--- src/hdc_pkg.sv ---
package hdc_pkg;

    // ------------------------------------------------------------------------
    // bus and item widths
    // ------------------------------------------------------------------------
    localparam int AXIL_AW    = 32;
    localparam int AXIL_DW    = 32;

    // one 32-bit word per item hypervector
    localparam int ITEM_W     = 32;
    localparam int ITEM_DEPTH = 256;
    localparam int ITEM_IDX_W = $clog2(ITEM_DEPTH);

    // count register is wider than the memory, clipped on use
    localparam int ITEM_NUM_W = 10;

    // ------------------------------------------------------------------------
    // address map, bits 11:10 pick the region, bits 9:2 the word
    // ------------------------------------------------------------------------
    localparam logic [1:0] REGION_CTRL = 2'd0;
    localparam logic [1:0] REGION_ITEM = 2'd1;

    localparam logic [ITEM_IDX_W-1:0] OFS_MODE       = 8'd0;
    localparam logic [ITEM_IDX_W-1:0] OFS_ITEM_NUM   = 8'd1;
    localparam logic [ITEM_IDX_W-1:0] OFS_RESET_ITEM = 8'd2;

    // xorshift32 seed and shifts (left, right, left)
    localparam logic [ITEM_W-1:0] XS_SEED = 32'd2463534242;
    localparam int XS_SHIFT_A = 13;
    localparam int XS_SHIFT_B = 17;
    localparam int XS_SHIFT_C = 5;

    localparam logic [1:0] RESP_OKAY = 2'b00;

    // ------------------------------------------------------------------------
    // internal strobes between the channels and the register block
    // ------------------------------------------------------------------------

    // one register write, valid pulses once per transaction
    typedef struct packed {
        logic                  valid;
        logic [1:0]            region;
        logic [ITEM_IDX_W-1:0] idx;
        logic [AXIL_DW-1:0]    data;
    } reg_wr_t;

    // one register read, region and idx held through the transaction
    typedef struct packed {
        logic                  valid;
        logic [1:0]            region;
        logic [ITEM_IDX_W-1:0] idx;
    } reg_rd_t;

    // mode registers as seen by the generator
    typedef struct packed {
        logic                  run;
        logic                  gen;
        logic                  reset_item;
        logic [ITEM_NUM_W-1:0] item_num;
    } hd_ctrl_t;

endpackage
--- src/axil_write_channel.sv ---
`timescale 1ns/1ps

module axil_write_channel (
    input  logic                        S_AXI_ACLK,
    input  logic                        S_AXI_ARESETN,
    input  logic [hdc_pkg::AXIL_AW-1:0] awaddr,
    input  logic                        awvalid,
    output logic                        awready,
    input  logic [hdc_pkg::AXIL_DW-1:0] wdata,
    input  logic                        wvalid,
    output logic                        wready,
    input  logic                        bready,
    output logic                        bvalid,
    output logic [1:0]                  bresp,
    output hdc_pkg::reg_wr_t            wr,
    output logic                        wr_quiet
);
    import hdc_pkg::*;

    // idle, address only, data only, both held (response)
    typedef enum logic [1:0] {
        WS_IDLE,
        WS_ADDR,
        WS_DATA,
        WS_RESP
    } wstate_t;

    wstate_t state;

    // captured payload
    logic [1:0]            addr_region;
    logic [ITEM_IDX_W-1:0] addr_idx;
    logic [AXIL_DW-1:0]    data_q;

    // high in the first response cycle only
    logic first_resp;

    logic aw_take;
    logic w_take;
    logic addr_ok;
    logic data_ok;

    // ------------------------------------------------------------------------
    // handshakes
    // ------------------------------------------------------------------------
    assign awready = (state == WS_IDLE) || (state == WS_DATA);
    assign wready  = (state == WS_IDLE) || (state == WS_ADDR);
    assign bvalid  = (state == WS_RESP);
    assign bresp   = RESP_OKAY;

    assign aw_take = awready && awvalid;
    assign w_take  = wready && wvalid;

    // address / data on hand after this edge
    assign addr_ok = aw_take || (state == WS_ADDR);
    assign data_ok = w_take || (state == WS_DATA);

    // nothing pending and nothing on the way, lets a read start
    assign wr_quiet = (state == WS_IDLE) && !awvalid && !wvalid;

    always_ff @(posedge S_AXI_ACLK) begin
        if (!S_AXI_ARESETN) begin
            state      <= WS_IDLE;
            first_resp <= 1'b0;
        end else begin
            first_resp <= 1'b0;
            if (state == WS_RESP) begin
                // hold the response until the master takes it
                if (bready) begin
                    state <= WS_IDLE;
                end
            end else if (addr_ok && data_ok) begin
                state      <= WS_RESP;
                first_resp <= 1'b1;
            end else if (addr_ok) begin
                state <= WS_ADDR;
            end else if (data_ok) begin
                state <= WS_DATA;
            end
        end
    end

    // address bits 11:10 region, 9:2 word
    always_ff @(posedge S_AXI_ACLK) begin
        if (aw_take) begin
            addr_region <= awaddr[11:10];
            addr_idx    <= awaddr[9:2];
        end
        if (w_take) begin
            data_q <= wdata;
        end
    end

    assign wr = '{valid: first_resp, region: addr_region, idx: addr_idx, data: data_q};

    // one strobe per write, in the cycle bvalid rises
    a_wr_first_resp: assert property (
        @(posedge S_AXI_ACLK) disable iff (!S_AXI_ARESETN)
        wr.valid |-> bvalid && !$past(bvalid)
    );

endmodule

--- config.mk ---
export PLATFORM = sky130hd
export DESIGN_NAME = axil_write_channel
export DESIGN_NICKNAME = d
export VERILOG_FILES = /design/src/hdc_pkg.sv /design/src/axil_write_channel.sv
export SDC_FILE = /design/constraint.sdc
export NUM_CORES = 1
export LEC_CHECK = 0
export BUFFER_PORTS_ARGS = -buffer_cell sky130_fd_sc_hd__buf_2
export CAP_MARGIN = 10
export CORE_MARGIN = 1
export CORE_UTILIZATION = 35
export CTS_CLUSTER_DIAMETER = 40
export DETAILED_ROUTE_END_ITERATION = 10
export PLACE_DENSITY = 0.72
export SYNTH_ARGS = -nofsm -noshare
export SYNTH_HDL_FRONTEND = slang
export SYNTH_SLANG_ARGS = --single-unit
--- constraint.sdc ---
create_clock -name S_AXI_ACLK -period 4.47 [get_ports S_AXI_ACLK]
set_input_delay 0.447 -clock S_AXI_ACLK [delete_from_list [all_inputs] [get_ports S_AXI_ACLK]]
set_output_delay 0.447 -clock S_AXI_ACLK [all_outputs]
set_load 0.01 [all_outputs]
==> flow_summary.yaml <==
clocking:
  clk-insertion-delay-late_ns: 0.29
  cts_hold_repair.buffers: 0
  cts_setup_buffers: 0
  cts-buffers-inserted: 5
  ctsHtreeMaxLevel: 2
  cts-root-buf: "sky130_fd_sc_hd__clkbuf_8"
  clkTransAtPathRegs_ns: 0.08
  cts_sinks: 45
  cts_repair_resize_count: 0
  cts-root-to-sink-buffers: 2
  cts_tree: "done"
timing:
  final.hold.worst_slack_ns: 0.3300
  crit_path_time_final_ns: 1.634
  setup_repair_after_global_routing_missed_its_margin: "no"
  timing.setup.tns_ns: 0
  achievable-frequency_mhz: 612.0
  final_max_slew_viol_count: 0
  final_hold_viol_count: 0
  clk_skew_ns: 0.002188
  min_period_over_period_pct: 36.56
  setup_viol: 0
critical_path:
  timing.critical_path.arrival_ns: 1.19
  cp_num_buf_inv: 1
  worstReg2RegEnd: "data_q[21]"
  crit_path_max_fanout: 5
  r2r.worst_path.cells: 2
  critPathKind: "reg -> out"
  register_to_register_setup_slack_ns: 3.28
  worstPathCellList: "nor4_1 -> buf_2"
  startpoint_type: "flop"
  critPathSlowestCell: "sky130_fd_sc_hd__dfxtp_1"
  cp.required_ns: 4.02
  timing.critical_path.slowest_cell_delay_ns: 0.36
  critical-path-top-delay-family: "flip-flops"
  worst_setup_path_end_kind: "output port"
  timing.rr.start: "state[1]"
synthesis:
  synth.yosys.seq_area_share_pct: 93.12
  postSynthRegisterBits: 45
  distinct_cells_synth: 13
  netlist_instances: 61
  synthesis.area_mm2: 0.001419
  syn_avg_cell_area_um2: 23.26
  yosys_warnings: 0
power:
  power.combinational.fraction_pct: 9.2
  cellPowerDensity_mw_per_mm2: 396.1
  power.internal_mw: 0.6279
  power.share.clock_pct: 28.7
  p_leak_nw: 0.8803
  peakVddDrop_mv: 0.1674
  power.share.switching_pct: 21.40
  switchingPower_mw: 0.1710
  seq_power_share_pct: 62.2
drt:
  number_of_vias_in_the_routed_layout: 896
  detail_route.iter0.violations: 43
  total_routed_wirelength_um: 2788
  drc: 0
  first_pass_iters: 4
  wire_per_inst_um: 13.34
  route.detailed.vias_per_inst: 4.287
  post_drt_antenna_nets: 0
run_status:
  outcome: "finished, final reports clean"
final_layout:
  layout_common_cells: "sky130_fd_sc_hd__buf_2, sky130_fd_sc_hd__edfxtp_1, sky130_fd_sc_hd__clkbuf_8"
  finish.instance_area_mm2: 0.002017
  layout_commonest_cell: "sky130_fd_sc_hd__buf_2"
  layout-drive-gt1-share_pct: 64.60
  nets: 229
  antenna_cells_inserted: 0
  syn_to_final_growth_pct: 42.15
placed_design:
  area_after_detailed_placement_mm2: 0.001936
  routabilityCongestion: 0.6962
  place_hpwl_um: 2113
  placement.io_buffers: 93
floorplan:
  starting_density_of_the_core_pct: 37.62
  die_w_um: 65.67
  floorplan.io_pins: 118
  coreArea_mm2: 0.003771
  full_die_area_mm2: 0.004313
  die_height_um: 65.67
  row_count: 22
global_route:
  via_count_of_the_first_global_routing_pass: 905
  pin_count_of_the_biggest_net_entering_global_routing: 33
  grt.overflow.total: 0
  grt_pass1_wl_um: 4008
  grt_antenna_before_repair: 0
  overall_track_demand_over_capacity_in_global_routing_pct: 13.27
worst_hold_path:
  timing.hold.worst.start: "awaddr[4]"
  timing.hold.worst_path_depth: 1
  hold_path.class: "in -> reg"
  whs_endpoint: "addr_idx[2]"
job:
  timing.max_cap.violations: 0
state kept, by name, summed over array words and instances, names as in the netlist:
name	count
addr_idx	8
addr_region	2
data_q	32
first_resp	1
state	2
power by group through the flow:
stage / logic (mW) / registers [mW] / clock network [mW]
after floorplan: 0.0167 / 0.519 / 0
after CTS: 0.0747 / 0.497 / 0.238
after detailed placement: 0.0747 / 0.507 / 0
final: 0.0732 / 0.497 / 0.229
after global routing: 0.0802 / 0.499 / 0.253
after global placement: 0.0713 / 0.505 / 0
per-layer routing:
metal  vias up  global-route usage (%)  part of all wire [%]
li1        422                       -                     -
met1       412                   13.26                    36
met2        56                   23.34                    54
met3         6                   2.951                   7.6
met4         0                   10.60                   2.4
met5         -                       0                     0
cell type report:
class	count	area [µm²]
Sequential cell	45	1321
Clock buffer	5	68.82
Timing Repair Buffer	94	473.0
Tap cell	48	60.06
Clock inverter	3	12.51
Inverter	2	7.507
Multi-Input combinational cell	12	73.82
Fill cell	351	1754
synth_stat cells (all sizes together):
| master | n | area (µm²) |
|---|---|---|
| nor3 | 1 | 10.01 |
| nor2b | 1 | 6.260 |
| a21oi | 2 | 10.01 |
| o21ai | 2 | 10.01 |
| and2b | 1 | 8.760 |
| and2 | 1 | 8.760 |
| dfxtp | 3 | 60.06 |
| nor4 | 1 | 6.260 |
| conb | 1 | 3.750 |
| buf | 3 | 22.52 |
| edfxtp | 42 | 1261 |
| nor2 | 1 | 3.750 |
| inv | 2 | 7.510 |
how the worst max path moves through the flow:
stage | startpoint | to | slack, ns | cells past startpoint
finish | state[1] | wr_quiet | 2.84 | 2
CTS | state[1] | wr_quiet | 2.82 | 2
global route | state[0] | wr_quiet | 2.81 | 2
global placement | awvalid | wr_quiet | 3.09 | 3
detailed placement | awvalid | wr_quiet | 2.97 | 3
floorplan | wvalid | data_q[0] | 2.15 | 1
kinds of logic after synthesis:
kind of cell    after synthesis  share of synthesized area (%)
compound gates                4                          1.411
buf+inv                       5                          2.116
flops                        45                          93.12
other cells                   1                         0.2643
simple gates                  6                          3.087
per-stage QoR:
stage          std cells  power (mW)  worst slack [ns]  utilization [%]
2_1_floorplan         62      0.5358             2.150                -
3_3_place_gp         201      0.5763             3.094            51.33
3_5_place_dp         201      0.5812             2.968            51.33
4_1_cts              209      0.8098             2.821            53.48
5_1_grt              209      0.8327             2.810            53.48
6_report             209      0.7988             2.836            53.48
(Power assumes the default switching activity.)
