`config.mk`:
```
export PLATFORM = sky130hd
export DESIGN_NAME = hd_ctrl_regs
export DESIGN_NICKNAME = d
export VERILOG_FILES = /design/src/hdc_pkg.sv /design/src/hd_ctrl_regs.sv
export SDC_FILE = /design/constraint.sdc
export NUM_CORES = 1
export LEC_CHECK = 0
export ABC_AREA = 1
export BUFFER_PORTS_ARGS = -buffer_cell sky130_fd_sc_hd__clkbuf_2
export CAP_MARGIN = 40
export CORE_ASPECT_RATIO = 2
export CORE_UTILIZATION = 37
export DETAILED_ROUTE_END_ITERATION = 10
export PLACE_DENSITY = 0.84
export SYNTH_ARGS = -nofsm -noshare
export SYNTH_HDL_FRONTEND = slang
export SYNTH_SLANG_ARGS = --single-unit
```
`constraint.sdc`:
```
create_clock -name S_AXI_ACLK -period 0.8 [get_ports S_AXI_ACLK]
set_input_delay 0.08 -clock S_AXI_ACLK [delete_from_list [all_inputs] [get_ports S_AXI_ACLK]]
set_output_delay 0.08 -clock S_AXI_ACLK [all_outputs]
set_load 0.01 [all_outputs]
```
`src/hdc_pkg.sv`:
```
package hdc_pkg;

    // ------------------------------------------------------------------------
    // bus and item widths
    // ------------------------------------------------------------------------
    localparam int AXIL_AW    = 32;
    localparam int AXIL_DW    = 32;

    // one 32-bit word per item hypervector
    localparam int ITEM_W     = 32;
    localparam int ITEM_DEPTH = 256;
    localparam int ITEM_IDX_W = $clog2(ITEM_DEPTH);

    // count register is wider than the memory, clipped on use
    localparam int ITEM_NUM_W = 10;

    // ------------------------------------------------------------------------
    // address map, bits 11:10 pick the region, bits 9:2 the word
    // ------------------------------------------------------------------------
    localparam logic [1:0] REGION_CTRL = 2'd0;
    localparam logic [1:0] REGION_ITEM = 2'd1;

    localparam logic [ITEM_IDX_W-1:0] OFS_MODE       = 8'd0;
    localparam logic [ITEM_IDX_W-1:0] OFS_ITEM_NUM   = 8'd1;
    localparam logic [ITEM_IDX_W-1:0] OFS_RESET_ITEM = 8'd2;

    // xorshift32 seed and shifts (left, right, left)
    localparam logic [ITEM_W-1:0] XS_SEED = 32'd2463534242;
    localparam int XS_SHIFT_A = 13;
    localparam int XS_SHIFT_B = 17;
    localparam int XS_SHIFT_C = 5;

    localparam logic [1:0] RESP_OKAY = 2'b00;

    // ------------------------------------------------------------------------
    // internal strobes between the channels and the register block
    // ------------------------------------------------------------------------

    // one register write, valid pulses once per transaction
    typedef struct packed {
        logic                  valid;
        logic [1:0]            region;
        logic [ITEM_IDX_W-1:0] idx;
        logic [AXIL_DW-1:0]    data;
    } reg_wr_t;

    // one register read, region and idx held through the transaction
    typedef struct packed {
        logic                  valid;
        logic [1:0]            region;
        logic [ITEM_IDX_W-1:0] idx;
    } reg_rd_t;

    // mode registers as seen by the generator
    typedef struct packed {
        logic                  run;
        logic                  gen;
        logic                  reset_item;
        logic [ITEM_NUM_W-1:0] item_num;
    } hd_ctrl_t;

endpackage
```
`src/hd_ctrl_regs.sv`:
```
`timescale 1ns/1ps

module hd_ctrl_regs (
    input  logic                        S_AXI_ACLK,
    input  logic                        S_AXI_ARESETN,
    input  hdc_pkg::reg_wr_t            wr,
    input  hdc_pkg::reg_rd_t            rd,
    input  logic                        gen_done,
    input  logic [hdc_pkg::ITEM_W-1:0]  item_rdata,
    output hdc_pkg::hd_ctrl_t           ctrl,
    output logic                        gen_start,
    output logic [hdc_pkg::AXIL_DW-1:0] rdata
);
    import hdc_pkg::*;

    logic               wr_ctrl;
    logic [AXIL_DW-1:0] rd_word;

    assign wr_ctrl = wr.valid && (wr.region == REGION_CTRL);

    // ------------------------------------------------------------------------
    // mode register writes
    // ------------------------------------------------------------------------
    always_ff @(posedge S_AXI_ACLK) begin
        if (!S_AXI_ARESETN) begin
            ctrl      <= '0;
            gen_start <= 1'b0;
        end else begin
            gen_start <= 1'b0;

            // generation finished, gen clears itself
            if (gen_done) begin
                ctrl.gen <= 1'b0;
            end

            // a write in the same cycle overrides the clear
            if (wr_ctrl) begin
                case (wr.idx)
                    OFS_MODE: begin
                        ctrl.run  <= wr.data[1];
                        ctrl.gen  <= wr.data[0];
                        // rising gen only
                        gen_start <= wr.data[0] && !ctrl.gen;
                    end
                    OFS_ITEM_NUM: begin
                        ctrl.item_num <= wr.data[ITEM_NUM_W-1:0];
                    end
                    OFS_RESET_ITEM: begin
                        ctrl.reset_item <= wr.data[0];
                    end
                    // unmapped words ignored
                    default: ;
                endcase
            end
        end
    end

    // ------------------------------------------------------------------------
    // read mux
    // ------------------------------------------------------------------------
    always_comb begin
        rd_word = '0;
        if (rd.region == REGION_CTRL) begin
            case (rd.idx)
                OFS_MODE:       rd_word[1:0] = {ctrl.run, ctrl.gen};
                OFS_ITEM_NUM:   rd_word[ITEM_NUM_W-1:0] = ctrl.item_num;
                OFS_RESET_ITEM: rd_word[0] = ctrl.reset_item;
                default:        rd_word = '0;
            endcase
        end else if (rd.region == REGION_ITEM) begin
            // already registered by the item memory
            rd_word = item_rdata;
        end
    end

    // rdata only moves in the fetch cycle, stable during rvalid
    always_ff @(posedge S_AXI_ACLK) begin
        if (rd.valid) begin
            rdata <= rd_word;
        end
    end

    a_gen_fall: assert property (
        @(posedge S_AXI_ACLK) disable iff (!S_AXI_ARESETN)
        $fell(ctrl.gen) && $past(S_AXI_ARESETN) |-> $past(gen_done || wr.valid)
    );

endmodule

```
==> results list <==
- Detailed placer's ending HPWL: 3638 um
- Clock latency on the worst-skew pair, taken at its later pin, is approximately 290 ps.
- Relative to the synthesized area, the layout overhead comes to 54.42%.
* Final Hold Violating Endpoints: 0
* Final critical path time including I/O delays and setup: between 900 and 1000 ps
- The largest individual stage delay along the critical path comes from the cell sky130_fd_sc_hd__dfxtp_4.
- Average detailed-routed wire length per instance: between 10 and 15 um
- The startpoint identified for the worst hold timing path is wr[6].
- Number of cells on the critical path: 2
- Final period util: 118.2%
- Measured along the y axis, the die boundary spans roughly 110 um.
- R2R setup slack: -120 ps
- Violated checks: setup timing
- Data on the critical path is required at its endpoint by between 700 and 800 ps.
* Kind of cell adding the most delay to the critical path: flip-flops
- Tightest slew margin relative to the limit: roughly 77%
- Clk sink count: between 40 and 50
- For this run, the leading register cell type out of synthesis is sky130_fd_sc_hd__edfxtp_1.
- Average cell area after synthesis: about 9.3 um2
- At the end of routability-driven placement, the weighted congestion stood at between 0.8 and 0.9.
- Setup repair after global routing missed its margin: true
- In this run the remaining antenna-violating nets after routing total 0.
- Leaving out filler cells and counting taps, the final layout contains around 410.
- Die Width: around 54 um
- The critical path goes through buf_6 > buf_6.
* Drt drc: 0
* Synthesized net count: between 300 and 400
* I/O pin cnt: around 140
- In the final routing, the length of wire on met1 measures about 1600 um.
- Classification of the worst-slack hold path: primary input to flop
- The mapped netlist covers between 2000 and 2500 um2.
- The routed design has ~4800 um of wire.
* Achievable clock frequency: between 1000 and 1500 MHz
- Worst hold endpoint: ctrl[6]$_SDFFE_PN0P_
* Unique masters post-synth: 25
* R2R Path End: ctrl[10]$_SDFFE_PN0P_
- First-pass DRT Iterations: 4
* Origin of the critical flop-to-flop path: ctrl[10]$_SDFFE_PN0P_
- In the synthesized netlist the async set-or-reset flop fraction comes to 0%.
* Post-synth top area share: 47.76%
* Total routing resource utilization after global routing: ~17%
- After detailed routing, the met2 layer carries 2760 um of wire.
- The clock arrives with about 5.9 ps of skew.
- Core Region: roughly 5200 um2
- Maximum fanout along the worst path: 2
- Pins Over Slew Limit: 0
* Max-cap viol count: 0
* H-tree depth reported by CTS: 2
- The total overflow left after global routing is 0.
- The clock passes through at most 2 buffers.
- Port bufs: approximately 110
* Status: finished with violations
* Sort of element at the start of the critical path: flop
- By instance count, the leading cell after synthesis is sky130_fd_sc_hd__nor2_1.
* Hold depth: 3
- Via count of the routed design: between 1500 and 2000
- sky130_fd_sc_hd__edfxtp_1 takes more of the synthesized area than any other cell.
- Largest net degree at the start of global routing: 33
- Antenna violations before repair: 0
- The first global-routing pass estimated about 7300 um of wire.
- In the final layout, the share of cells above drive strength 1 is slightly above 50%.
* Pin slew with the least headroom to its limit: 344.0 ps
- The commonest cells after synthesis are 48 x sky130_fd_sc_hd__nor2_1, 36 x sky130_fd_sc_hd__nand2_1, 32 x sky130_fd_sc_hd__edfxtp_1.
* Logic depth of the worst register-to-register path: 5
- The number of global-route vias before repair came to ~1900.
- Synthesis produced roughly 220 cells.
- CTS Root Cell: sky130_fd_sc_hd__clkbuf_8
* Final antenna diode count: 0
- Critical path class: flop to primary output
- The detailed router finished its first iteration with 35 violations.
- Floorplan die area: roughly 5800 um2
- At the worst endpoint, the arrival time is around 870 ps.
- Post-synth EDFFs: 32
- TritonCTS created 5 clock buffers.
- Post-layout net count: 443
- Yosys printed 0 warnings.
- In this run the core area contains 37 standard-cell rows.
* Placed cell count: between 300 and 400
- Worst setup margin: -145.9 ps
- Counting flops and latches in the post-synthesis netlist gives 46.
- The largest single stage delay on the critical path is between 300 and 400 ps.
- Power spread over the standard cell area amounts to around 1600 nW/um2.
* Top area cells in the synthesized netlist: sky130_fd_sc_hd__edfxtp_1 48%, sky130_fd_sc_hd__dfxtp_1 14%, sky130_fd_sc_hd__nor2_1 9.0%, sky130_fd_sc_hd__nand2_1 6.7%, sky130_fd_sc_hd__inv_1 5.6%
- Initial cell density of the core: approximately two fifths
- Setup violations, final: 54
* Worst vdd rail ir drop: 1571 uV
- Clock-pin slew was measured on the worst setup and hold paths at roughly 80 ps.
* Number of buffers and inverters on the critical path: 2
* Sum of negative setup slack: -3668 ps
- The most numerous cell type found on the critical path is sky130_fd_sc_hd__buf_6.
- In the routed layout, each cell is associated on average with a via count of roughly 4.6.
- Top sig layer: met4
- The worst setup path is captured at a primary output.
- Sequential-to-total area share from yosys stat: between 60 and 70%
- P_leak: about 0.0015 uW
* Met3 wire length: ~340 um
* TritonCTS clock tree: done
-- per-layer routing --
metal	track usage, %	vias to the layer above
met5	0	-
met4	9.890	0
met3	5.007	9
met2	32.32	91
met1	14.10	839
li1	-	962
-- flip-flops by register name (all words and copies together) (netlist names) --
signal and cells:
gen_start 1, ctrl 13, rdata 32
-- cell usage in the layout (no fill, tap or decap) --
master and instances:
sky130_fd_sc_hd__dfxtp_4 1, sky130_fd_sc_hd__buf_8 1, sky130_fd_sc_hd__nand3_2 2, sky130_fd_sc_hd__nor2_2 3, sky130_fd_sc_hd__nand2_4 2, sky130_fd_sc_hd__clkbuf_2 97, sky130_fd_sc_hd__buf_4 11, sky130_fd_sc_hd__dfxtp_1 1
sky130_fd_sc_hd__a21oi_2 2, sky130_fd_sc_hd__nor3_4 1, sky130_fd_sc_hd__o21ai_0 3, sky130_fd_sc_hd__o21ai_1 14, sky130_fd_sc_hd__dfxtp_2 12, sky130_fd_sc_hd__a21boi_1 1, sky130_fd_sc_hd__nand2_2 7, sky130_fd_sc_hd__nand2_1 31
sky130_fd_sc_hd__nor2_1 46, sky130_fd_sc_hd__bufinv_16 1, sky130_fd_sc_hd__o21ai_2 3, sky130_fd_sc_hd__buf_2 2, sky130_fd_sc_hd__buf_12 2, sky130_fd_sc_hd__buf_6 23, sky130_fd_sc_hd__a21oi_1 10, sky130_fd_sc_hd__nand3_1 2
sky130_fd_sc_hd__clkbuf_8 5, sky130_fd_sc_hd__nor3_1 1, sky130_fd_sc_hd__nor2_8 1, sky130_fd_sc_hd__edfxtp_1 32, sky130_fd_sc_hd__clkinv_2 3, sky130_fd_sc_hd__or2_2 1, sky130_fd_sc_hd__inv_2 4, sky130_fd_sc_hd__inv_1 29
sky130_fd_sc_hd__nand4_1 1
-- through the flow --
| step | hold WS (ps) | utilization, % | instance area, um2 | power (uW) | worst slack [ps] |
|---|---|---|---|---|---|
| after detailed placement | 321.7 | 53.04 | 2750 | 3346 | -216.5 |
| after global routing | 11.88 | 59.92 | 3107 | 5187 | -179.3 |
| after CTS | 4.169 | 57.41 | 2977 | 5013 | -164.0 |
| after floorplan | 192.5 | - | 2023 | 2976 | -60.56 |
| final | 12.74 | 59.92 | 3107 | 4963 | -145.9 |
| after global placement | 315.5 | 53.04 | 2750 | 3327 | -163.0 |
-- report_power, final --
group | internal [uW] | switching [uW]
sequential | 2660 | 30.3
clock | 919 | 750
combinational | 278 | 322
total | 3860 | 1100
-- final cells by class --
type,count,area (um2)
Fill cell,466,2078
Sequential cell,46,1260
Timing Repair Buffer,136,892.1
Multi-Input combinational cell,131,644.4
Inverter,34,128.9
Tap cell,58,72.57
Clock buffer,5,68.82
Clock inverter,3,40.04
-- worst register-to-register path, cell delays in order (launching register included) --
cell and delay [ps]:
sky130_fd_sc_hd__dfxtp_4 360, sky130_fd_sc_hd__buf_6 110, sky130_fd_sc_hd__buf_4 120, sky130_fd_sc_hd__buf_6 100, sky130_fd_sc_hd__a21oi_2 80, sky130_fd_sc_hd__nor2_1 50
-- repair_timing --
action | 4_1_cts | 5_1_grt
hold buffers | 0 | 0
gates resized for setup | 26 | 39
setup endpoints to repair | 48 | 56
pin swaps | 7 | 6
buffers inserted | 7 | 2
-- worst max-delay path by stage --
stage                           from                 end  slack (ps)
6_report       ctrl[10]$_SDFFE_PN0P_            ctrl[10]        -150
5_1_grt        ctrl[10]$_SDFFE_PN0P_  rdata[0]$_DFFE_PP_        -180
4_1_cts        ctrl[10]$_SDFFE_PN0P_            ctrl[10]        -160
3_5_place_dp                   rd[7]  rdata[5]$_DFFE_PP_        -220
3_3_place_gp                   rd[1]  rdata[5]$_DFFE_PP_        -160
2_1_floorplan  ctrl[10]$_SDFFE_PN0P_  rdata[0]$_DFFE_PP_         -60
-- cells by family after synthesis --
group,after synthesis,synth area share [%]
AOI/OAI and AO/OA,33,8.707
and+or+nand+nor,98,21.14
buffers and inverters,40,8.457
DFF,46,61.69
Power figures use the tool's default switching activity.
