--- src/hdc_pkg.sv ---
package hdc_pkg;

    // ------------------------------------------------------------------------
    // bus and item widths
    // ------------------------------------------------------------------------
    localparam int AXIL_AW    = 32;
    localparam int AXIL_DW    = 32;

    // one 32-bit word per item hypervector
    localparam int ITEM_W     = 32;
    localparam int ITEM_DEPTH = 256;
    localparam int ITEM_IDX_W = $clog2(ITEM_DEPTH);

    // count register is wider than the memory, clipped on use
    localparam int ITEM_NUM_W = 10;

    // ------------------------------------------------------------------------
    // address map, bits 11:10 pick the region, bits 9:2 the word
    // ------------------------------------------------------------------------
    localparam logic [1:0] REGION_CTRL = 2'd0;
    localparam logic [1:0] REGION_ITEM = 2'd1;

    localparam logic [ITEM_IDX_W-1:0] OFS_MODE       = 8'd0;
    localparam logic [ITEM_IDX_W-1:0] OFS_ITEM_NUM   = 8'd1;
    localparam logic [ITEM_IDX_W-1:0] OFS_RESET_ITEM = 8'd2;

    // xorshift32 seed and shifts (left, right, left)
    localparam logic [ITEM_W-1:0] XS_SEED = 32'd2463534242;
    localparam int XS_SHIFT_A = 13;
    localparam int XS_SHIFT_B = 17;
    localparam int XS_SHIFT_C = 5;

    localparam logic [1:0] RESP_OKAY = 2'b00;

    // ------------------------------------------------------------------------
    // internal strobes between the channels and the register block
    // ------------------------------------------------------------------------

    // one register write, valid pulses once per transaction
    typedef struct packed {
        logic                  valid;
        logic [1:0]            region;
        logic [ITEM_IDX_W-1:0] idx;
        logic [AXIL_DW-1:0]    data;
    } reg_wr_t;

    // one register read, region and idx held through the transaction
    typedef struct packed {
        logic                  valid;
        logic [1:0]            region;
        logic [ITEM_IDX_W-1:0] idx;
    } reg_rd_t;

    // mode registers as seen by the generator
    typedef struct packed {
        logic                  run;
        logic                  gen;
        logic                  reset_item;
        logic [ITEM_NUM_W-1:0] item_num;
    } hd_ctrl_t;

endpackage
--- src/axil_read_channel.sv ---
`timescale 1ns/1ps

module axil_read_channel (
    input  logic                        S_AXI_ACLK,
    input  logic                        S_AXI_ARESETN,
    input  logic [hdc_pkg::AXIL_AW-1:0] araddr,
    input  logic                        arvalid,
    output logic                        arready,
    input  logic                        rready,
    output logic                        rvalid,
    output logic [1:0]                  rresp,
    input  logic                        wr_quiet,
    output hdc_pkg::reg_rd_t            rd
);
    import hdc_pkg::*;

    // look gives the item memory its registered read cycle
    typedef enum logic [1:0] {
        RS_IDLE,
        RS_LOOK,
        RS_FETCH,
        RS_RESP
    } rstate_t;

    rstate_t state;

    logic [1:0]            addr_region;
    logic [ITEM_IDX_W-1:0] addr_idx;

    // a write seen in the same cycle wins
    assign arready = (state == RS_IDLE) && wr_quiet;
    assign rvalid  = (state == RS_RESP);
    assign rresp   = RESP_OKAY;

    always_ff @(posedge S_AXI_ACLK) begin
        if (!S_AXI_ARESETN) begin
            state <= RS_IDLE;
        end else begin
            case (state)
                RS_IDLE: begin
                    if (arvalid && arready) begin
                        state <= RS_LOOK;
                    end
                end
                RS_LOOK:  state <= RS_FETCH;
                RS_FETCH: state <= RS_RESP;
                default: begin
                    if (rready) begin
                        state <= RS_IDLE;
                    end
                end
            endcase
        end
    end

    // held from acceptance to the end of the response
    always_ff @(posedge S_AXI_ACLK) begin
        if (arvalid && arready) begin
            addr_region <= araddr[11:10];
            addr_idx    <= araddr[9:2];
        end
    end

    assign rd = '{valid: (state == RS_FETCH), region: addr_region, idx: addr_idx};

    a_no_ar_in_resp: assert property (
        @(posedge S_AXI_ACLK) disable iff (!S_AXI_ARESETN)
        !(arready && rvalid)
    );

endmodule

--- config.mk ---
export PLATFORM = sky130hd
export DESIGN_NAME = axil_read_channel
export DESIGN_NICKNAME = d
export VERILOG_FILES = /design/src/hdc_pkg.sv /design/src/axil_read_channel.sv
export SDC_FILE = /design/constraint.sdc
export NUM_CORES = 1
export LEC_CHECK = 0
export BUFFER_PORTS_ARGS = -buffer_cell sky130_fd_sc_hd__buf_2
export CAP_MARGIN = 20
export CORE_MARGIN = 4
export CORE_UTILIZATION = 33
export CTS_CLUSTER_DIAMETER = 150
export DETAILED_ROUTE_END_ITERATION = 16
export GPL_ROUTABILITY_DRIVEN = 0
export PLACE_DENSITY = 0.75
export SETUP_SLACK_MARGIN = 0.05
export SLEW_MARGIN = 10
export SYNTH_ARGS = -nofsm -noshare
export SYNTH_HDL_FRONTEND = slang
export SYNTH_SLANG_ARGS = --single-unit
export TNS_END_PERCENT = 5
--- constraint.sdc ---
create_clock -name S_AXI_ACLK -period 1.99 [get_ports S_AXI_ACLK]
set_clock_uncertainty 0.2 [all_clocks]
set_input_delay 0 -clock S_AXI_ACLK [delete_from_list [all_inputs] [get_ports S_AXI_ACLK]]
set_output_delay 0 -clock S_AXI_ACLK [all_outputs]
set_load 0.02 [all_outputs]
==> flow_metrics.py, run 1 <==
metrics = {
    "status": {
        "outcome": "finished, final reports clean",
    },
    "route": {
        "dr_total_vias": 399,
        "ant_nets": 0,
        "wl_um": 1030,
        "drc": 0,
        "dr.pass1.iters": 4,
        "viasPerCell": 4.38,
        "wl_per_cell_um": 11.3,
        "drt_iter0_drc": 4,
    },
    "clock_network": {
        "cts.sinks": 12,
        "cts.path.max_buffers": 2,
        "cts_buffers": 3,
        "clkTransAtPathRegs_ns": 0.07,
        "post_cts_buffers": 0,
        "insertion_delay_ns": 0.26,
        "root_buffer": "clkbuf_4",
        "h-tree-depth": 1,
        "cts_tree": "built",
    },
    "grt": {
        "grt_pass1_wl_um": 1450,
        "grt_pass1_vias": 372,
        "antenna_found_initial": 0,
        "grt_use_total_pct": 9.53,
        "grt_overflow_total": 0,
        "grt_max_degree": 11,
    },
    "finish": {
        "drive_above_1_share_pct": 42.1,
        "fin_nets": 120,
        "final_cells": 91,
        "areaGrowthSynthToFinish_pct": 59.4,
        "antenna_cells": 0,
    },
    "pwr": {
        "p_leak_nw": 0.362,
        "ir_worst_vdd_mv": 0.455,
        "pwr_density_cell_nw_per_um2": 955,
    },
    "placement": {
        "io_buffers": 27,
        "dpl.cell_count": 74,
        "pre_cts_ws_ns": 0.380,
    },
    "floorplan": {
        "core_area_sq_um": 1380,
        "die_w_um": 47.5,
        "fp.dieArea_sq_um": 2250,
        "ios": 52,
        "row_count": 13,
        "fp.dieH_um": 47.5,
        "initial_core_util_pct": 37.2,
    },
    "timing": {
        "min_period_ns": 1.61,
        "setup_violations": 0,
        "hold_viol": 0,
        "final.setup.worst_slack_ns": 0.380,
        "rsz0062_at_grt": "no",
        "fmax_mhz": 621,
        "period_share_pct": 80.9,
        "slew_viol_final": 0,
        "fin_tns_setup_ns": 0,
    },
    "yosys": {
        "synthesis.area_sq_um": 514,
        "synth_cell_types": 15,
        "avgSynthCellArea_sq_um": 15.6,
        "synth_seq_cells": 12,
        "ys_warn_count": 0,
        "yosysSeqAreaShare_pct": 66.2,
        "netlist_instances": 33,
    },
    "setup_path": {
        "arrival_ns": 1.32,
        "startpoint_type": "flop",
        "cp-end-kind": "flop",
        "cp.required_ns": 1.70,
        "critPathKind": "reg -> reg",
        "worstPathMaxFanout": 10,
    },
    "worst_hold_path": {
        "hold_class": "in -> reg",
    },
    "job": {
        "cap_viol_max_count": 0,
    },
}
-- state kept, by name (all words and copies together) (netlist names) --
signal,cells
addr_region,2
addr_idx,8
state,2
-- worst paths after layout --
| kind | start | to | slack (ns) | depth (start not counted) |
|---|---|---|---|---|
| hold reg to reg | state[1] | state[1] | 0.36 | 2 |
| setup reg to reg | state[1] | addr_idx[6] | 0.38 | 3 |
| setup / recovery | state[1] | addr_idx[6] | 0.38 | 3 |
| hold / removal | araddr[9] | addr_idx[7] | 0.25 | 2 |
-- layout make-up --
type                    count  area [sq um]
repair buffers             41           275
clock buffers               3          22.5
well taps                  15          18.8
multi-input cells          18           155
flip-flops and latches     12           340
inverters                   2          7.51
fillers                   107           563
-- stage by stage --
| stage | instance area, sq um | hold WS (ns) | total power, mW | util (%) |
|---|---|---|---|---|
| 6_report | 820 | 0.248 | 0.783 | 59.3 |
| 5_1_grt | 820 | 0.236 | 0.846 | 59.3 |
| 4_1_cts | 820 | 0.238 | 0.790 | 59.3 |
| 3_5_place_dp | 657 | -0.0212 | 0.629 | 47.5 |
| 3_3_place_gp | 657 | -0.0225 | 0.622 | 47.5 |
| 2_1_floorplan | 518 | -0.101 | 0.557 | - |
-- worst max-delay path, stage by stage (launching register included) --
cell,delay (ns)
dfxtp_1,0.35
inv_1,0.11
ha_1,0.18
and3_1,0.43
-- cell families after synthesis --
logic type | count (synthesis) | synth area share (%)
buf+inv | 4 | 4.38
flops | 12 | 66.2
other cells | 1 | 0.729
fa+ha+maj | 5 | 12.2
compound gates | 6 | 8.52
simple gates | 5 | 8.03
-- metal layers --
metal,global-route usage [%],up-vias,part of all wire (%)
li1,-,203,-
met4,6.63,0,0.58
met3,3.38,2,18
met5,0,-,0
met2,16.0,25,44
met1,9.79,169,37
-- Yosys cell counts --
| library cell | n | share of area [%] |
|---|---|---|
| buf_4 | 2 | 2.9 |
| dfxtp_1 | 2 | 7.8 |
| nor4_4 | 1 | 4.1 |
| o21ai_0 | 2 | 1.9 |
| and2_1 | 1 | 1.2 |
| o31ai_1 | 1 | 1.5 |
| inv_1 | 2 | 1.5 |
| nor2_1 | 1 | 0.73 |
| nand2_1 | 1 | 0.73 |
| o211ai_1 | 2 | 2.9 |
| and3_1 | 1 | 1.2 |
| conb_1 | 1 | 0.73 |
| a21boi_2 | 1 | 2.2 |
| ha_1 | 5 | 12 |
| edfxtp_1 | 10 | 58 |
-- layout by cell type (no fill, tap or decap) --
cell type | netlist | routed
nor4_4 | 1 | 1
nor2_1 | 1 | 1
inv_1 | 2 | 2
conb_1 | 1 | 2
buf_2 | 0 | 27
o31ai_1 | 1 | 1
dfxtp_1 | 2 | 2
dlygate4sd3_1 | 0 | 14
o21ai_0 | 2 | 2
o211ai_1 | 2 | 2
a21boi_2 | 1 | 1
ha_1 | 5 | 5
clkbuf_4 | 0 | 3
nand2_1 | 1 | 1
and3_1 | 1 | 1
edfxtp_1 | 10 | 10
and2_1 | 1 | 1
-- what timing repair did --
action,in CTS,in global routing
hold buffers,14,0
gates resized for setup,0,0
hold endpoints to repair,12,0
-- power by group --
group,internal [mW],switching (mW),total [mW]
clock network,0.0697,0.0682,0.138
logic,0.126,0.173,0.298
registers,0.323,0.0240,0.346
Note: power is estimated with default switching activity, not from simulation.
==> run 2, diff against run 1 <==
--- a/config.mk
+++ b/config.mk
@@ -8,11 +8,11 @@
 export BUFFER_PORTS_ARGS = -buffer_cell sky130_fd_sc_hd__buf_2
 export CAP_MARGIN = 20
 export CORE_MARGIN = 4
-export CORE_UTILIZATION = 33
+export CORE_UTILIZATION = 30
 export CTS_CLUSTER_DIAMETER = 150
 export DETAILED_ROUTE_END_ITERATION = 16
 export GPL_ROUTABILITY_DRIVEN = 0
-export PLACE_DENSITY = 0.75
+export PLACE_DENSITY = 0.72
 export SETUP_SLACK_MARGIN = 0.05
 export SLEW_MARGIN = 10
 export SYNTH_ARGS = -nofsm -noshare
==> constraint.sdc (replaced) <==
create_clock -name S_AXI_ACLK -period 1.35 [get_ports S_AXI_ACLK]
set_clock_uncertainty 0.2 [all_clocks]
set_input_delay 0 -clock S_AXI_ACLK [delete_from_list [all_inputs] [get_ports S_AXI_ACLK]]
set_output_delay 0 -clock S_AXI_ACLK [all_outputs]
set_load 0.02 [all_outputs]
==> flow_metrics.py, run 2 (synthesized netlist as in run 1, its figures left out) <==
metrics = {
    "status": {
        "outcome": "complete, but fails checks",
        "violations": "negative setup slack",
    },
    "clock_network": {
        "cts.sinks": 12,
        "root_buffer": "clkbuf_4",
        "cts.path.max_buffers": 2,
        "clkTransAtPathRegs_ns": 0.07,
        "h-tree-depth": 1,
        "cts_tree": "built",
        "cts_buffers": 3,
        "insertion_delay_ns": 0.26,
    },
    "grt": {
        "grt_use_met1_pct": 11.8,
        "grt_max_degree": 8,
        "grt_pass1_vias": 459,
        "antenna_found_initial": 0,
        "grt_overflow_total": 0,
        "grt_pass1_wl_um": 2060,
        "grt_use_total_pct": 11.3,
        "use_met2_pct": 19.9,
        "busiest_layer": "met2",
        "gr-usage-met3_pct": 3.67,
    },
    "route": {
        "drt_iter0_drc": 3,
        "drc": 0,
        "viasPerCell": 4.45,
        "wl_um": 1260,
        "ant_nets": 0,
        "dr.pass1.iters": 4,
        "wl_per_cell_um": 12.9,
        "dr_total_vias": 436,
    },
    "floorplan": {
        "fp.dieArea_sq_um": 2440,
        "fp.dieH_um": 49.4,
        "ios": 52,
        "core_area_sq_um": 1560,
        "row_count": 14,
        "die_w_um": 49.4,
        "initial_core_util_pct": 33.0,
    },
    "placement": {
        "postPlaceCellArea_sq_um": 698,
        "io_buffers": 27,
        "dp_hpwl_um": 800,
        "pre_cts_ws_ns": -0.0554,
    },
    "setup_path": {
        "arrival_ns": 1.17,
        "cp-end-kind": "flop",
        "critPathKind": "reg -> reg",
        "startpoint_type": "flop",
        "cp.required_ns": 1.13,
        "worstPathMaxFanout": 5,
        "rrSetupSlack_ns": -0.05,
    },
    "finish": {
        "antenna_cells": 0,
        "fin_nets": 125,
        "layout_common_cells": "24 x buf_2, 14 x dlygate4sd3_1, 10 x edfxtp_1",
        "drive_above_1_share_pct": 58.5,
        "fin_area_sq_um": 952,
        "final_common_cell": "buf_2",
        "regMostFlops": "addr_idx",
        "top_regs": "addr_idx: 8 flops, addr_region: 2 flops, state: 2 flops",
        "areaGrowthSynthToFinish_pct": 85.2,
        "post-route-util_pct": 61.1,
        "largest_reg_flops": 8,
    },
    "timing": {
        "slew_viol_final": 0,
        "final.setup.worst_slack_ns": -0.0453,
        "rsz0062_at_grt": "yes",
        "setup_violations": 6,
        "hold_viol": 0,
        "period_share_pct": 103,
        "min_period_ns": 1.40,
        "fmax_mhz": 717,
    },
    "job": {
        "cap_viol_max_count": 0,
    },
    "pwr": {
        "p_leak_nw": 0.400,
        "pwr_density_cell_nw_per_um2": 1550,
        "ir_worst_vdd_mv": 0.736,
    },
    "worst_hold_path": {
        "hold_class": "in -> reg",
    },
}
## run 2: final timing paths
kind,startpoint,endpoint,cells past startpoint
setup reg to reg,state[1],addr_idx[4],4
setup / recovery,state[1],addr_idx[4],4
hold reg to reg,state[0],state[0],3
hold / removal,araddr[6],addr_idx[4],2
## run 2: timing repair
action	in CTS	in global routing
pin swaps	5	2
setup buffers	1	1
hold buffers	14	0
gates cloned	1	0
endpoints found under the setup margin	13	15
endpoints found under the hold margin	12	0
gates resized for setup	16	1
## run 2: metal layers
layer	wire length, um	part of all wire, %
met5	0	0
met4	22	1.7
met3	118	9.3
met2	631	50
met1	491	39
## run 2: critical path, stage by stage (launching register included)
cell and delay [ns]:
dfxtp_4 0.37, inv_4 0.08, ha_4 0.15, buf_4 0.10
and3_4 0.21
## run 2: metrics by stage
step	cells	total power, mW	hold WS, ns	setup TNS, ns
floorplan	34	0.873	-0.101	0
global placement	77	1.00	-0.0223	0
detailed placement	77	1.02	-0.0209	-0.106
CTS	97	1.44	0.234	-0.0191
global route	98	1.59	0.250	-0.521
finish	98	1.48	0.242	-0.239
## run 2: layout make-up
type	count	area, sq um
clock buffers	3	22.5
clock inverters	1	3.75
fillers	124	607
inverters	2	12.5
multi-input cells	19	224
flip-flops and latches	12	345
well taps	16	20.0
repair buffers	45	324
## run 2: power breakdown
| part | switching (mW) | leakage [nW] | total, mW | internal (mW) |
|---|---|---|---|---|
| sequential | 0.0448 | 0.110 | 0.530 | 0.485 |
| clock | 0.102 | 0.0154 | 0.208 | 0.107 |
| combinational | 0.352 | 0.274 | 0.737 | 0.385 |
| total | 0.498 | 0.400 | 1.48 | 0.977 |
==> run 3, diff against run 2 <==
==> constraint.sdc (replaced) <==
create_clock -name S_AXI_ACLK -period 1.25 [get_ports S_AXI_ACLK]
set_clock_uncertainty 0.2 [all_clocks]
set_input_delay 0 -clock S_AXI_ACLK [delete_from_list [all_inputs] [get_ports S_AXI_ACLK]]
set_output_delay 0 -clock S_AXI_ACLK [all_outputs]
set_load 0.02 [all_outputs]
==> flow_metrics.py, run 3 (synthesized netlist as in run 1, its figures left out) <==
metrics = {
    "status": {
        "outcome": "complete, but fails checks",
        "violations": "negative setup slack",
    },
    "finish": {
        "top_regs": "addr_idx: 8 flops, addr_region: 2 flops, state: 2 flops",
        "regArea_sq_um": 348,
        "areaGrowthSynthToFinish_pct": 81.5,
        "fin_area_sq_um": 933,
        "regMostFlops": "addr_idx",
        "final_common_cell": "buf_2",
        "fill_cells": 125,
        "multi_input_area_sq_um": 203,
        "drive_above_1_share_pct": 56.8,
        "final_cells": 97,
        "antenna_cells": 0,
        "largest_reg_flops": 8,
        "layout_common_cells": "26 x buf_2, 14 x dlygate4sd3_1, 10 x edfxtp_1",
        "fin_nets": 124,
    },
    "worst_hold_path": {
        "hold_class": "in -> reg",
    },
    "setup_path": {
        "arrival_ns": 1.37,
        "startpoint_type": "flop",
        "worstPathMaxFanout": 3,
        "crit_buf_inv": 2,
        "crit_family": "flip-flops",
        "crit_chain": "inv_4 -> ha_4 -> nor4_4 -> buf_4 -> o31ai_2",
        "crit_slowest_cell": "dfxtp_4",
        "cp.required_ns": 1.21,
        "critPathKind": "reg -> reg",
        "cp-end-kind": "flop",
        "worst_path_largest_cell_delay_ns": 0.38,
    },
    "pwr": {
        "ir_worst_vdd_mv": 0.783,
        "pwr_density_cell_nw_per_um2": 1680,
        "p_leak_nw": 0.398,
    },
    "route": {
        "wl_um": 1110,
        "drc": 0,
        "ant_nets": 0,
        "viasPerCell": 4.41,
        "dr_total_vias": 428,
        "drt_iter0_drc": 0,
        "wl_per_cell_um": 11.4,
        "dr.pass1.iters": 1,
    },
    "timing": {
        "hold_viol": 0,
        "final.setup.worst_slack_ns": -0.167,
        "min_period_ns": 1.42,
        "fmax_mhz": 706,
        "period_share_pct": 113,
        "rsz0062_at_grt": "yes",
        "slew_viol_final": 0,
        "setup_violations": 15,
    },
    "clock_network": {
        "cts_buffers": 3,
        "cts.sinks": 12,
        "cts_tree": "built",
        "h-tree-depth": 1,
        "root_buffer": "clkbuf_4",
        "insertion_delay_ns": 0.27,
        "cts.path.max_buffers": 2,
        "clkTransAtPathRegs_ns": 0.08,
    },
    "grt": {
        "grt_max_degree": 11,
        "grt_overflow_total": 0,
        "grt_use_total_pct": 10.4,
        "grt_pass1_wl_um": 1910,
        "antenna_found_initial": 0,
        "grt_pass1_vias": 445,
    },
    "floorplan": {
        "row_count": 14,
        "die_w_um": 49.4,
        "initial_core_util_pct": 33.0,
        "fp.dieH_um": 49.4,
        "ios": 52,
        "fp.dieArea_sq_um": 2440,
        "core_area_sq_um": 1560,
    },
    "job": {
        "cap_viol_max_count": 0,
    },
    "placement": {
        "io_buffers": 27,
        "dpl.cell_count": 78,
        "postPlaceCellArea_sq_um": 728,
    },
}
[run 3: layer usage]
layer	share of wire, %	global-route usage [%]	wire (um)	up-vias
met4	0	5.53	0	0
met3	12	4.89	135	0
met1	41	11.2	453	196
li1	-	-	-	211
met5	0	0	0	-
met2	47	17.0	519	21
[run 3: worst paths after layout]
kind              startpoint     endpoint  slack [ns]  depth (start not counted)
hold / removal     araddr[2]  addr_idx[0]        0.23                          2
setup / recovery    state[1]     state[1]       -0.17                          5
setup reg to reg    state[1]     state[1]       -0.17                          5
hold reg to reg     state[0]     state[0]        0.48                          3
[run 3: power breakdown]
group / switching, mW / internal, mW
logic: 0.349 / 0.338
clock network: 0.127 / 0.177
registers: 0.0530 / 0.529
[run 3: repair_timing]
| item | in CTS | in global routing |
|---|---|---|
| endpoints found under the hold margin | 12 | 0 |
| gates resized for setup | 6 | 1 |
| hold buffers | 14 | 0 |
| pin swaps | 2 | 2 |
| setup endpoints to repair | 15 | 15 |
| buffers inserted | 0 | 1 |
| cloned | 0 | 0 |
[run 3: stage by stage]
step,TNS [ns],utilization [%],hold WS (ns),power (mW),worst slack [ns]
after detailed placement,-1.20,46.7,-0.0213,1.18,-0.125
after global placement,-0.828,46.7,-0.0205,1.16,-0.108
after global routing,-1.87,59.9,0.236,1.68,-0.230
final,-1.24,59.9,0.233,1.57,-0.167
after floorplan,-0.523,-,-0.101,0.995,-0.0592
after CTS,-1.29,59.1,0.228,1.55,-0.119
[run 3: final cells by class]
class | count | area share [%]
Multi-Input combinational cell | 18 | 21.7
Timing Repair Buffer | 45 | 33.4
Clock buffer | 4 | 3.89
Inverter | 2 | 1.61
Tap cell | 16 | 2.14
Sequential cell | 12 | 37.3
